==> src/design/hl2_defs.svh <==
`ifndef HL2_DEFS_SVH
`define HL2_DEFS_SVH

////////////////////////////////////////
// receiver count

`define HL2_NR 4

////////////////////////////////////////
// command field widths

`define HL2_ADDR_W 6
`define HL2_DATA_W 32

////////////////////////////////////////
// address map

// general register, bit 0 is run
`define HL2_ADDR_GEN 6'h00
// receiver i frequency word sits at base plus i
`define HL2_ADDR_RX_BASE 6'h02

`endif

==> src/design/hl2_pkg.sv <==
`include "hl2_defs.svh"

package hl2_pkg;

  ////////////////////////////////////////
  // command path types

  // one host command as it arrives on the command port
  typedef struct packed {
    logic [`HL2_ADDR_W-1:0] addr;
    logic [`HL2_DATA_W-1:0] data;
    logic                   resp_rqst;
  } cmd_t;

  // response back to the host, addr echoes the command
  typedef struct packed {
    logic [`HL2_ADDR_W-1:0] addr;
    logic [`HL2_DATA_W-1:0] data;
  } resp_t;

  // register value of one owner, zero when not addressed
  typedef logic [`HL2_DATA_W-1:0] rdback_t;

endpackage

==> src/design/cmd_dispatch.sv <==
`include "hl2_defs.svh"

module cmd_dispatch (
  input  logic             clk_ctrl,
  input  logic             rst_n_i,
  input  hl2_pkg::cmd_t    cmd_i,
  input  logic             cmd_req_i,
  output logic             cmd_ack_o,
  output hl2_pkg::cmd_t    bcast_cmd_o,
  output logic             bcast_wr_o,
  output logic             run_o,
  output hl2_pkg::rdback_t gen_rdback_o,
  output logic             rsp_start_o,
  input  logic             rsp_busy_i
);

  typedef enum logic [1:0] {
    st_idle,
    st_cap,
    st_wr,
    st_ack
  } state_e;

  state_e        state_q;
  state_e        state_d;
  hl2_pkg::cmd_t cmd_q;
  logic          run_q;
  logic          rsp_start_q;
  logic          gen_hit;

  ////////////////////////////////////////
  // command side four-phase handshake

  always_comb begin
    state_d = state_q;
    case (state_q)
      st_idle: begin
        // no capture while the last response is still out
        if (cmd_req_i && !rsp_busy_i) begin
          state_d = st_cap;
        end
      end
      st_cap: begin
        state_d = st_wr;
      end
      st_wr: begin
        state_d = st_ack;
      end
      st_ack: begin
        if (!cmd_req_i) begin
          state_d = st_idle;
        end
      end
      default: begin
        state_d = st_idle;
      end
    endcase
  end

  always_ff @(posedge clk_ctrl or negedge rst_n_i) begin
    if (!rst_n_i) begin
      state_q     <= st_idle;
      run_q       <= 1'b0;
      rsp_start_q <= 1'b0;
    end else begin
      state_q     <= state_d;
      // registers take effect at the end of the strobe cycle
      if (state_q == st_wr && gen_hit) begin
        run_q <= cmd_q.data[0];
      end
      rsp_start_q <= (state_q == st_wr) && cmd_q.resp_rqst;
    end
  end

  // command word held for the whole broadcast
  always_ff @(posedge clk_ctrl) begin
    if (state_q == st_idle && state_d == st_cap) begin
      cmd_q <= cmd_i;
    end
  end

  ////////////////////////////////////////
  // broadcast and general register

  assign gen_hit      = (cmd_q.addr == `HL2_ADDR_GEN);
  assign bcast_cmd_o  = cmd_q;
  assign bcast_wr_o   = (state_q == st_wr);
  assign cmd_ack_o    = (state_q == st_ack);
  assign run_o        = run_q;
  assign rsp_start_o  = rsp_start_q;
  assign gen_rdback_o = gen_hit ? {{(`HL2_DATA_W-1){1'b0}}, run_q} : '0;

  ack_needs_req_a: assert property (
    @(posedge clk_ctrl) disable iff (!rst_n_i)
    $rose(cmd_ack_o) |-> cmd_req_i
  );

  // one write per command
  wr_one_cycle_a: assert property (
    @(posedge clk_ctrl) disable iff (!rst_n_i)
    bcast_wr_o |=> !bcast_wr_o
  );

endmodule

==> src/design/hl2_cmd_core.sv <==
`include "hl2_defs.svh"

module hl2_cmd_core (
  input  logic              clk_ctrl,
  input  logic              rst_n_i,
  // host command port
  input  hl2_pkg::cmd_t     cmd_i,
  input  logic              cmd_req_i,
  output logic              cmd_ack_o,
  // host response port
  output hl2_pkg::resp_t    resp_o,
  output logic              resp_req_o,
  input  logic              resp_ack_i,
  // local oscillator signs, one per receiver
  output logic [`HL2_NR-1:0] lo_sign_o
);

  hl2_pkg::cmd_t    bcast_cmd;
  logic             bcast_wr;
  logic             run;
  hl2_pkg::rdback_t gen_rdback;
  hl2_pkg::rdback_t slot_rdback [`HL2_NR];
  logic             rsp_start;
  logic             rsp_busy;

  ////////////////////////////////////////
  // command dispatch

  cmd_dispatch cmd_dispatch_i (
    .clk_ctrl     (clk_ctrl),
    .rst_n_i      (rst_n_i),
    .cmd_i        (cmd_i),
    .cmd_req_i    (cmd_req_i),
    .cmd_ack_o    (cmd_ack_o),
    .bcast_cmd_o  (bcast_cmd),
    .bcast_wr_o   (bcast_wr),
    .run_o        (run),
    .gen_rdback_o (gen_rdback),
    .rsp_start_o  (rsp_start),
    .rsp_busy_i   (rsp_busy)
  );

  ////////////////////////////////////////
  // receiver slots

  for (genvar i = 0; i < `HL2_NR; i++) begin : g_slot
    rx_nco_slot #(
      .SLOT_IDX (i)
    ) rx_nco_slot_i (
      .clk_ctrl    (clk_ctrl),
      .rst_n_i     (rst_n_i),
      .bcast_cmd_i (bcast_cmd),
      .bcast_wr_i  (bcast_wr),
      .run_i       (run),
      .rdback_o    (slot_rdback[i]),
      .lo_sign_o   (lo_sign_o[i])
    );
  end

  ////////////////////////////////////////
  // response collector

  resp_collect #(
    .NSLOT (`HL2_NR)
  ) resp_collect_i (
    .clk_ctrl      (clk_ctrl),
    .rst_n_i       (rst_n_i),
    .bcast_cmd_i   (bcast_cmd),
    .slot_rdback_i (slot_rdback),
    .gen_rdback_i  (gen_rdback),
    .rsp_start_i   (rsp_start),
    .rsp_busy_o    (rsp_busy),
    .resp_o        (resp_o),
    .resp_req_o    (resp_req_o),
    .resp_ack_i    (resp_ack_i)
  );

endmodule

==> src/design/resp_collect.sv <==
module resp_collect #(
  parameter int NSLOT = 4
) (
  input  logic             clk_ctrl,
  input  logic             rst_n_i,
  input  hl2_pkg::cmd_t    bcast_cmd_i,
  input  hl2_pkg::rdback_t slot_rdback_i [NSLOT],
  input  hl2_pkg::rdback_t gen_rdback_i,
  input  logic             rsp_start_i,
  output logic             rsp_busy_o,
  output hl2_pkg::resp_t   resp_o,
  output logic             resp_req_o,
  input  logic             resp_ack_i
);

  typedef enum logic [1:0] {
    st_idle,
    st_req,
    st_drop
  } state_e;

  state_e           state_q;
  hl2_pkg::rdback_t merged;
  hl2_pkg::resp_t   resp_q;

  ////////////////////////////////////////
  // readback merge

  // at most one owner answers, so OR is a mux
  always_comb begin
    merged = gen_rdback_i;
    for (int i = 0; i < NSLOT; i++) begin
      merged = merged | slot_rdback_i[i];
    end
  end

  always_ff @(posedge clk_ctrl) begin
    if (state_q == st_idle && rsp_start_i) begin
      resp_q.addr <= bcast_cmd_i.addr;
      resp_q.data <= merged;
    end
  end

  ////////////////////////////////////////
  // response side four-phase handshake

  always_ff @(posedge clk_ctrl or negedge rst_n_i) begin
    if (!rst_n_i) begin
      state_q <= st_idle;
    end else begin
      case (state_q)
        st_idle: begin
          if (rsp_start_i) begin
            state_q <= st_req;
          end
        end
        st_req: begin
          if (resp_ack_i) begin
            state_q <= st_drop;
          end
        end
        st_drop: begin
          // busy until the host has released ack
          if (!resp_ack_i) begin
            state_q <= st_idle;
          end
        end
        default: begin
          state_q <= st_idle;
        end
      endcase
    end
  end

  assign resp_o     = resp_q;
  assign resp_req_o = (state_q == st_req);
  assign rsp_busy_o = rsp_start_i || (state_q != st_idle);

  resp_stable_a: assert property (
    @(posedge clk_ctrl) disable iff (!rst_n_i)
    resp_req_o && $past(resp_req_o) |-> $stable(resp_o)
  );

endmodule

==> src/design/rx_nco_slot.sv <==
`include "hl2_defs.svh"

module rx_nco_slot #(
  parameter int SLOT_IDX = 0
) (
  input  logic             clk_ctrl,
  input  logic             rst_n_i,
  input  hl2_pkg::cmd_t    bcast_cmd_i,
  input  logic             bcast_wr_i,
  input  logic             run_i,
  output hl2_pkg::rdback_t rdback_o,
  output logic             lo_sign_o
);

  localparam int unsigned SLOT_ADDR_INT = `HL2_ADDR_RX_BASE + SLOT_IDX;
  localparam logic [`HL2_ADDR_W-1:0] SLOT_ADDR = SLOT_ADDR_INT[`HL2_ADDR_W-1:0];

  logic                   addr_hit;
  logic [`HL2_DATA_W-1:0] freq_q;
  logic [`HL2_DATA_W-1:0] phase_q;

  assign addr_hit = (bcast_cmd_i.addr == SLOT_ADDR);

  ////////////////////////////////////////
  // frequency word and phase accumulator

  always_ff @(posedge clk_ctrl or negedge rst_n_i) begin
    if (!rst_n_i) begin
      freq_q  <= '0;
      phase_q <= '0;
    end else begin
      if (bcast_wr_i && addr_hit) begin
        freq_q <= bcast_cmd_i.data;
      end
      // accumulator parked at zero when not running
      if (run_i) begin
        phase_q <= phase_q + freq_q;
      end else begin
        phase_q <= '0;
      end
    end
  end

  // sign of the local oscillator
  assign lo_sign_o = phase_q[`HL2_DATA_W-1];

  assign rdback_o = addr_hit ? freq_q : '0;

  freq_hold_a: assert property (
    @(posedge clk_ctrl) disable iff (!rst_n_i)
    !(bcast_wr_i && addr_hit) |=> $stable(freq_q)
  );

endmodule

==> config.mk <==
export PLATFORM = sky130hd
export DESIGN_NAME = hl2_cmd_core
export DESIGN_NICKNAME = d
export VERILOG_FILES = /design/src/design/hl2_pkg.sv /design/src/design/cmd_dispatch.sv /design/src/design/hl2_cmd_core.sv /design/src/design/resp_collect.sv /design/src/design/rx_nco_slot.sv
export VERILOG_INCLUDE_DIRS = /design/src /design/src/design
export SDC_FILE = /design/constraint.sdc
export NUM_CORES = 1
export LEC_CHECK = 0
export ABC_AREA = 1
export ABC_CLOCK_PERIOD_IN_PS = 3500
export BUFFER_PORTS_ARGS = -buffer_cell sky130_fd_sc_hd__buf_2
export CORE_ASPECT_RATIO = 0.5
export CORE_MARGIN = 2
export CORE_UTILIZATION = 40
export CTS_CLUSTER_SIZE = 20
export DETAILED_ROUTE_END_ITERATION = 7
export GPL_TIMING_DRIVEN = 0
export PLACE_DENSITY = 0.66
export SKIP_LAST_GASP = 1
export SYNTH_ARGS = -nofsm -noshare
export SYNTH_HDL_FRONTEND = slang
export SYNTH_SLANG_ARGS = --single-unit
==> constraint.sdc <==
create_clock -name clk_ctrl -period 3.5 [get_ports clk_ctrl]
set_input_delay 0.35 -clock clk_ctrl [delete_from_list [all_inputs] [get_ports clk_ctrl]]
set_output_delay 0.35 -clock clk_ctrl [all_outputs]
set_load 0.01 [all_outputs]
==> reports/qor.txt, run 1 <==
Max Fclk - 0.3845 GHz
critical path type - register to register
TritonCTS Buffers - 34
vias post-DR - 19.76k
Ports - 87
Final HPWL DP - 50,010 microns
Final Setup Violations - 0
Critical Path RT - 3960 ps
Nets - 3,364
# placed instances - 3,819
EDFF count, synth - 77
leading post-synthesis cells by cell area - dfrtp_1 31%, nand2_1 20%, edfxtp_1 11%, inv_1 9.2%, ha_1 7.3%
Top Family by Delay on Critical Path - buffers and inverters
1st-iter DRT viols - 1,899
Critical Path Max Stage Delay - 850 ps
clk root buf - clkbuf_16
Unique masters post-synth - 33
Post-Syn Instances - 3,028
worst-skew pair later-pin latency - 540 ps
startpoint types - register
vias in the first global route - 18.72k
worst slew pin tran - 1046 ps
Max VDD drop - 313.0 uV
Max-Cap Viols - 0
RSZ-0062 raised after global routing - false
Yosys top cell by area - dfrtp_1
Die Span X - 329.5 microns
first-pass GRT wire length - 100,300 microns
Hold Crit Class - input pin to register
Rel. slew slack - 30.24%
DIE AREA - 54,930 sq um
Initial Utilization - 40.65%
final hold vios - 0
Post-Layout Cell Count - 3,919
critical path, cell by cell - buf_1 > clkbuf_1 > o21ai_0 > a21oi_1
crit-path max FO - 10
IO Port Bufs - 86
Post-Syn Area - 21,190 sq um
# Post-CTS Setup Buffers - 0
Power Density - 587.9 nW/um^2
clock skew - 15.06 ps
Synth Flop Type - dfrtp_1
Leak - 13.23 nW
largest net degree at the start of global routing - 119
fin crit share - 74.31%
Yosys warnings - 0
clock tree buffer depth - 3
Vias/cell - 5.042
CP bufs+invs - 2
Residual DRC - 0
Seq/Total Area, Yosys - 41.86%
Yosys top cell area share - 30.95%
Ant. Diodes - 0
Slew Limit Fails - 0
DRT Pass-1 Iters - 8
CTS Sinks - 339
antenna violations before repair - 0
final wirelength - 64,110 microns
H-tree depth - 2
post-CTS resize count - 0
Placer Congestion - 0.9480
crit end category - register
area growth from synthesis to final layout - 13.97%
average wire per standard cell - 16.36 microns
syn_area_per_cell - 6.996 sq um
CP max-delay cell - clkbuf_1
CTS tree - done
Syn Nets - 3,199
total track usage - 23.51%
critical path arrival - 3070 ps
Std-Cell Rows - 59
synthesis-stage register bit count - 339
core area - 52,120 sq um
antenna viol nets, final - 0
Hold Buf Count CTS - 39
Power, Total - 0.01419 W
CTS clk-pin slew, worst paths - 70 ps
global route overflow - 0
Die Y - 166.7 microns
share of layout cells above drive strength 1 - 5.718%
status - complete, no violations
ys async rst share - 77.29%
fin crit period - 2601 ps
cell type report:
class | count | area (sq um)
clock buffer | 43 | 947.2
buffer | 53 | 242.7
clock inverter | 18 | 195.2
multi-input combinational | 2114 | 10130
inverter | 522 | 1959
sequential | 339 | 8869
tap | 701 | 877.1
fill | 5255 | 27970
timing repair buffer | 129 | 925.9
per-stage QoR:
| step | util [%] | area, sq um | TNS, ps | setup slack, ps | hold WS, ps |
|---|---|---|---|---|---|
| 2_1_floorplan | - | 21190 | 0 | 776.3 | 54.41 |
| 3_3_place_gp | 43.16 | 22490 | -798980 | -3058 | 430.6 |
| 3_5_place_dp | 43.39 | 22610 | 0 | 950.7 | 308.4 |
| 4_1_cts | 46.33 | 24150 | 0 | 952.0 | 7.833 |
| 5_1_grt | 46.33 | 24150 | 0 | 830.8 | 8.642 |
| 6_report | 46.33 | 24150 | 0 | 899.1 | 18.42 |
logic make-up after synthesis:
| logic type | synth area share [%] |
|---|---|
| buf+inv | 10.39 |
| xor+xnor | 0.7855 |
| flops | 41.86 |
| compound gates | 9.202 |
| fa+ha+maj | 7.701 |
| simple gates | 30.06 |
synthesized netlist by cell type, types with 3 or more instances:
cell type / instances
o21ai_0: 126
o21bai_1: 12
buf_1: 5
nor2_1: 247
edfxtp_1: 77
nand2_2: 3
buf_2: 23
xnor2_1: 19
and3_1: 5
clkbuf_1: 21
buf_4: 4
a22oi_1: 16
dfrtp_1: 262
a21o_1: 4
ha_1: 124
o21ai_1: 49
and2_1: 12
inv_2: 5
nor3_1: 27
fa_1: 4
a21oi_1: 161
nand4_1: 42
nand3_1: 129
nand2_1: 1126
inv_1: 517
report_power, final:
group	leakage, nW	internal [W]	switching, W
registers	4.30	0.00505	0.00110
clock network	0.536	0.00217	0.00169
logic	8.39	0.00144	0.00275
total	13.2	0.00865	0.00554
state kept, by name, indices dropped and copies added, names as in the netlist:
signal / cells
resp_collect_i.resp_o: 38
cmd_dispatch_i.bcast_cmd_o: 39
g_slot.rx_nco_slot_i.freq_q: 128
cmd_dispatch_i.state_q: 2
g_slot.rx_nco_slot_i.phase_q: 128
cmd_dispatch_i.rsp_start_o: 1
cmd_dispatch_i.run_o: 1
resp_collect_i.state_q: 2
placed cells by master, fill, tap and decap left out, drive strengths merged, types with 27 or more instances in the layout:
master	synthesis	routed
o21ai	175	175
dfrtp	262	262
inv	522	525
nand3	129	129
nor3	27	27
nor2	248	248
a21oi	161	161
nand4	42	42
edfxtp	77	77
dlygate4sd3	0	39
clkbuf	21	64
ha	124	124
nand2	1130	1130
buf	32	122
layer usage:
metal / vias to the layer above / routed length, microns / GRT usage, %
met5: - / 0 / 0
met4: 0 / 1753 / 7.055
met3: 109 / 5503 / 4.515
met2: 707 / 28130 / 36.89
met1: 9130 / 28720 / 32.89
li1: 9812 / - / -
path summary, 6_finish.rpt:
kind | start | end | slack, ps | cells after the start
setup / recovery | cmd_dispatch_i.run_o | g_slot[3].rx_nco_slot_i.phase_q[15] | 900 | 4
hold / removal | cmd_i[22] | cmd_dispatch_i.bcast_cmd_o[22] | 20 | 1
setup reg to reg | cmd_dispatch_i.run_o | g_slot[3].rx_nco_slot_i.phase_q[15] | 900 | 4
hold reg to reg | cmd_dispatch_i.bcast_cmd_o[38] | resp_collect_i.resp_o[37] | 450 | 0
max in group asynchronous | rst_n_i | g_slot[2].rx_nco_slot_i.phase_q[24] | 1780 | 4
min in group asynchronous | rst_n_i | g_slot[3].rx_nco_slot_i.phase_q[5] | 320 | 2
Power figures use the tool's default switching activity.
==> inputs of run 2 (changes only) <==
- ABC_CLOCK_PERIOD_IN_PS: 3500 -> 2410
- clock period: 3.5 -> 2.41 ns (I/O delays scaled with it)
==> run 2 against run 1 <==
Against the previous run: flip-flop and latch count did not move; sequential share of layout area fell by 0.14 points; clock-buffer cell count grew 1; total power grew 46%.
==> reports/qor.txt, run 2 (synthesis gave the netlist of run 1 again) <==
area growth from synthesis to final layout - 14.44%
Rel. slew slack - 32.53% (+2.3 points)
fin crit period - 2265 ps (-335.8 ps)
Max-Cap Viols - 0 (unchanged)
CP max-delay cell - fa_1
fin crit share - 93.99% (+20 points)
Post-Route Setup TNS - 0 ps (unchanged)
Max VDD drop - 423.0 uV (+35%)
largest net degree at the start of global routing - 105 (-12%)
clk root buf - clkbuf_16
CTS clk-pin slew, worst paths - 70 ps (about the same)
clock tree buffer depth - 3 (unchanged)
DRT Pass-1 Iters - 7 (-1)
R2R depth - 13 (+9)
Final WS setup - 144.9 ps (-754.2 ps)
antenna viol nets, final - 0 (unchanged)
average wire per standard cell - 16.30 microns (-0.33%)
R2R Setup Slk - 140 ps (-750 ps)
CTS Sinks - 339 (unchanged)
share of layout cells above drive strength 1 - 6.021% (+0.30 points)
global route overflow - 0 (unchanged)
CTS tree - done
crit-path most repeated cell - nand2_1
antenna violations before repair - 1 (+1)
Final HPWL DP - 50,200 microns (+0.39%)
crit path from - g_slot[0].rx_nco_slot_i.freq_q[0]
Die Span X - 329.5 microns (unchanged)
Initial Utilization - 40.65% (unchanged)
reg-to-reg endpoint - g_slot[0].rx_nco_slot_i.phase_q[16]
commonest non-fill, non-tap cell in the layout - nand2_1
startpoint types - register
Hold Crit Class - input pin to register
Std-Cell Rows - 59 (unchanged)
pre-CTS setup slack - -49.68 ps (-1000 ps)
first-pass GRT wire length - 100,800 microns (+0.50%)
total track usage - 23.60% (+0.096 points)
clock skew - 21.66 ps (+6.605 ps)
core area - 52,120 sq um (unchanged)
TritonCTS Buffers - 35 (+2.9%)
Reg-to-Reg Start - g_slot[0].rx_nco_slot_i.freq_q[0]
final wirelength - 64,010 microns (-0.15%)
Slew Limit Fails - 0 (unchanged)
1st-iter DRT viols - 1,918 (+1.0%)
Nets - 3,366 (+0.059%)
DIE AREA - 54,930 sq um (unchanged)
commonest cells after routing, fill and taps aside - 1,126 x nand2_1, 517 x inv_1, 261 x dfrtp_1
critical path type - register to register
H-tree depth - 2 (unchanged)
vias in the first global route - 18.70k (-0.11%)
RSZ-0062 raised after global routing - true
Residual DRC - 0 (unchanged)
Ports - 87 (unchanged)
crit-path max FO - 5 (-5)
Max Fclk - 0.4415 GHz (+15%)
Critical Path Max Stage Delay - 420 ps (-430 ps)
Leak - 13.28 nW (+0.36%)
critical path arrival - 2700 ps (-370 ps)
Final Setup Violations - 0 (unchanged)
crit end category - register
Vias/cell - 4.988 (-1.1%)
Critical Path RT - 2850 ps (-1110 ps)
vias post-DR - 19.58k (-0.89%)
final hold vios - 0 (unchanged)
worst-skew pair later-pin latency - 540 ps (about the same)
Die Y - 166.7 microns (unchanged)
worst slew pin tran - 1012 ps (-34.42 ps)
Placer Congestion - 0.9657 (+1.9%)
IO Port Bufs - 86 (unchanged)
# Post-CTS Setup Buffers - 0 (unchanged)
status - complete, no violations
critical path, cell by cell - ha_2 > inv_1 > fa_1 > inv_1 > nand3_1 > nand3_1 > nand2_1 > nand2_1 > inv_1 > o21ai_1 > nand2_1 > nand2_1 > nor2_1
worst setup path end - g_slot[0].rx_nco_slot_i.phase_q[16]
Power Density - 857.6 nW/um^2 (+46%)
[run 2: what timing repair did]
item	CTS	global route
endpoints found under the setup margin	3	17
endpoints found under the hold margin	144	0
hold buffers	41	0
resized for setup	1	7
cloned	0	0
[run 2: per-layer routing]
layer	vias up	track usage, %	share of wire, %
li1	9815	-	-
met1	9069	34.00	47
met2	604	37.21	44
met3	94	3.585	7.2
met4	0	5.751	2.2
met5	-	0	0
[run 2: worst max-delay path: cells and delay by family, from the launching register on]
| kind | cells | cell delay, ps |
|---|---|---|
| AND/OR/NAND/NOR | 7 | 640 |
| flip-flops | 1 | 400 |
| buffers and inverters | 3 | 280 |
| adder cells (fa/ha/maj) | 2 | 690 |
| AO/OA/AOI/OAI | 1 | 160 |
[run 2: power by group]
part | internal [W] | switching [W] | total, W
clock | 0.00331 | 0.00249 | 0.00580
combinational | 0.00209 | 0.00395 | 0.00604
sequential | 0.00733 | 0.00162 | 0.00895
[run 2: layout make-up]
| class | instances | area, sq um |
|---|---|---|
| timing repair buffer | 131 | 945.9 |
| clock buffer | 44 | 960.9 |
| antenna | 3 | 7.507 |
| fill | 5210 | 27870 |
| buffer | 52 | 240.2 |
| inverter | 522 | 1959 |
| tap | 701 | 877.1 |
| clock inverter | 20 | 239.0 |
| multi-input combinational | 2114 | 10140 |
| sequential | 339 | 8870 |
[run 2: worst min path at each step]
stage,cells after the start,start,slack [ps],to
floorplan,0,rst_n_i,-50,cmd_dispatch_i.rsp_start_o
global placement,1,cmd_i[0],420,cmd_dispatch_i.bcast_cmd_o[0]
detailed placement,1,rst_n_i,370,g_slot[3].rx_nco_slot_i.phase_q[5]
CTS,3,cmd_req_i,10,cmd_dispatch_i.state_q[1]
global route,3,cmd_req_i,60,cmd_dispatch_i.state_q[1]
finish,3,cmd_req_i,20,cmd_dispatch_i.state_q[1]
[run 2: through the flow]
step	hold slack, ps	instances	area, sq um	util (%)	total power, W
after CTS	14.14	3924	24220	46.48	0.02077
after detailed placement	375.0	3819	22610	43.39	0.01488
after floorplan	-54.59	3028	21190	-	0.01235
after global routing	62.77	3923	24240	46.50	0.02210
after global placement	418.0	3815	22500	43.17	0.01465
final	22.55	3926	24240	46.52	0.02079
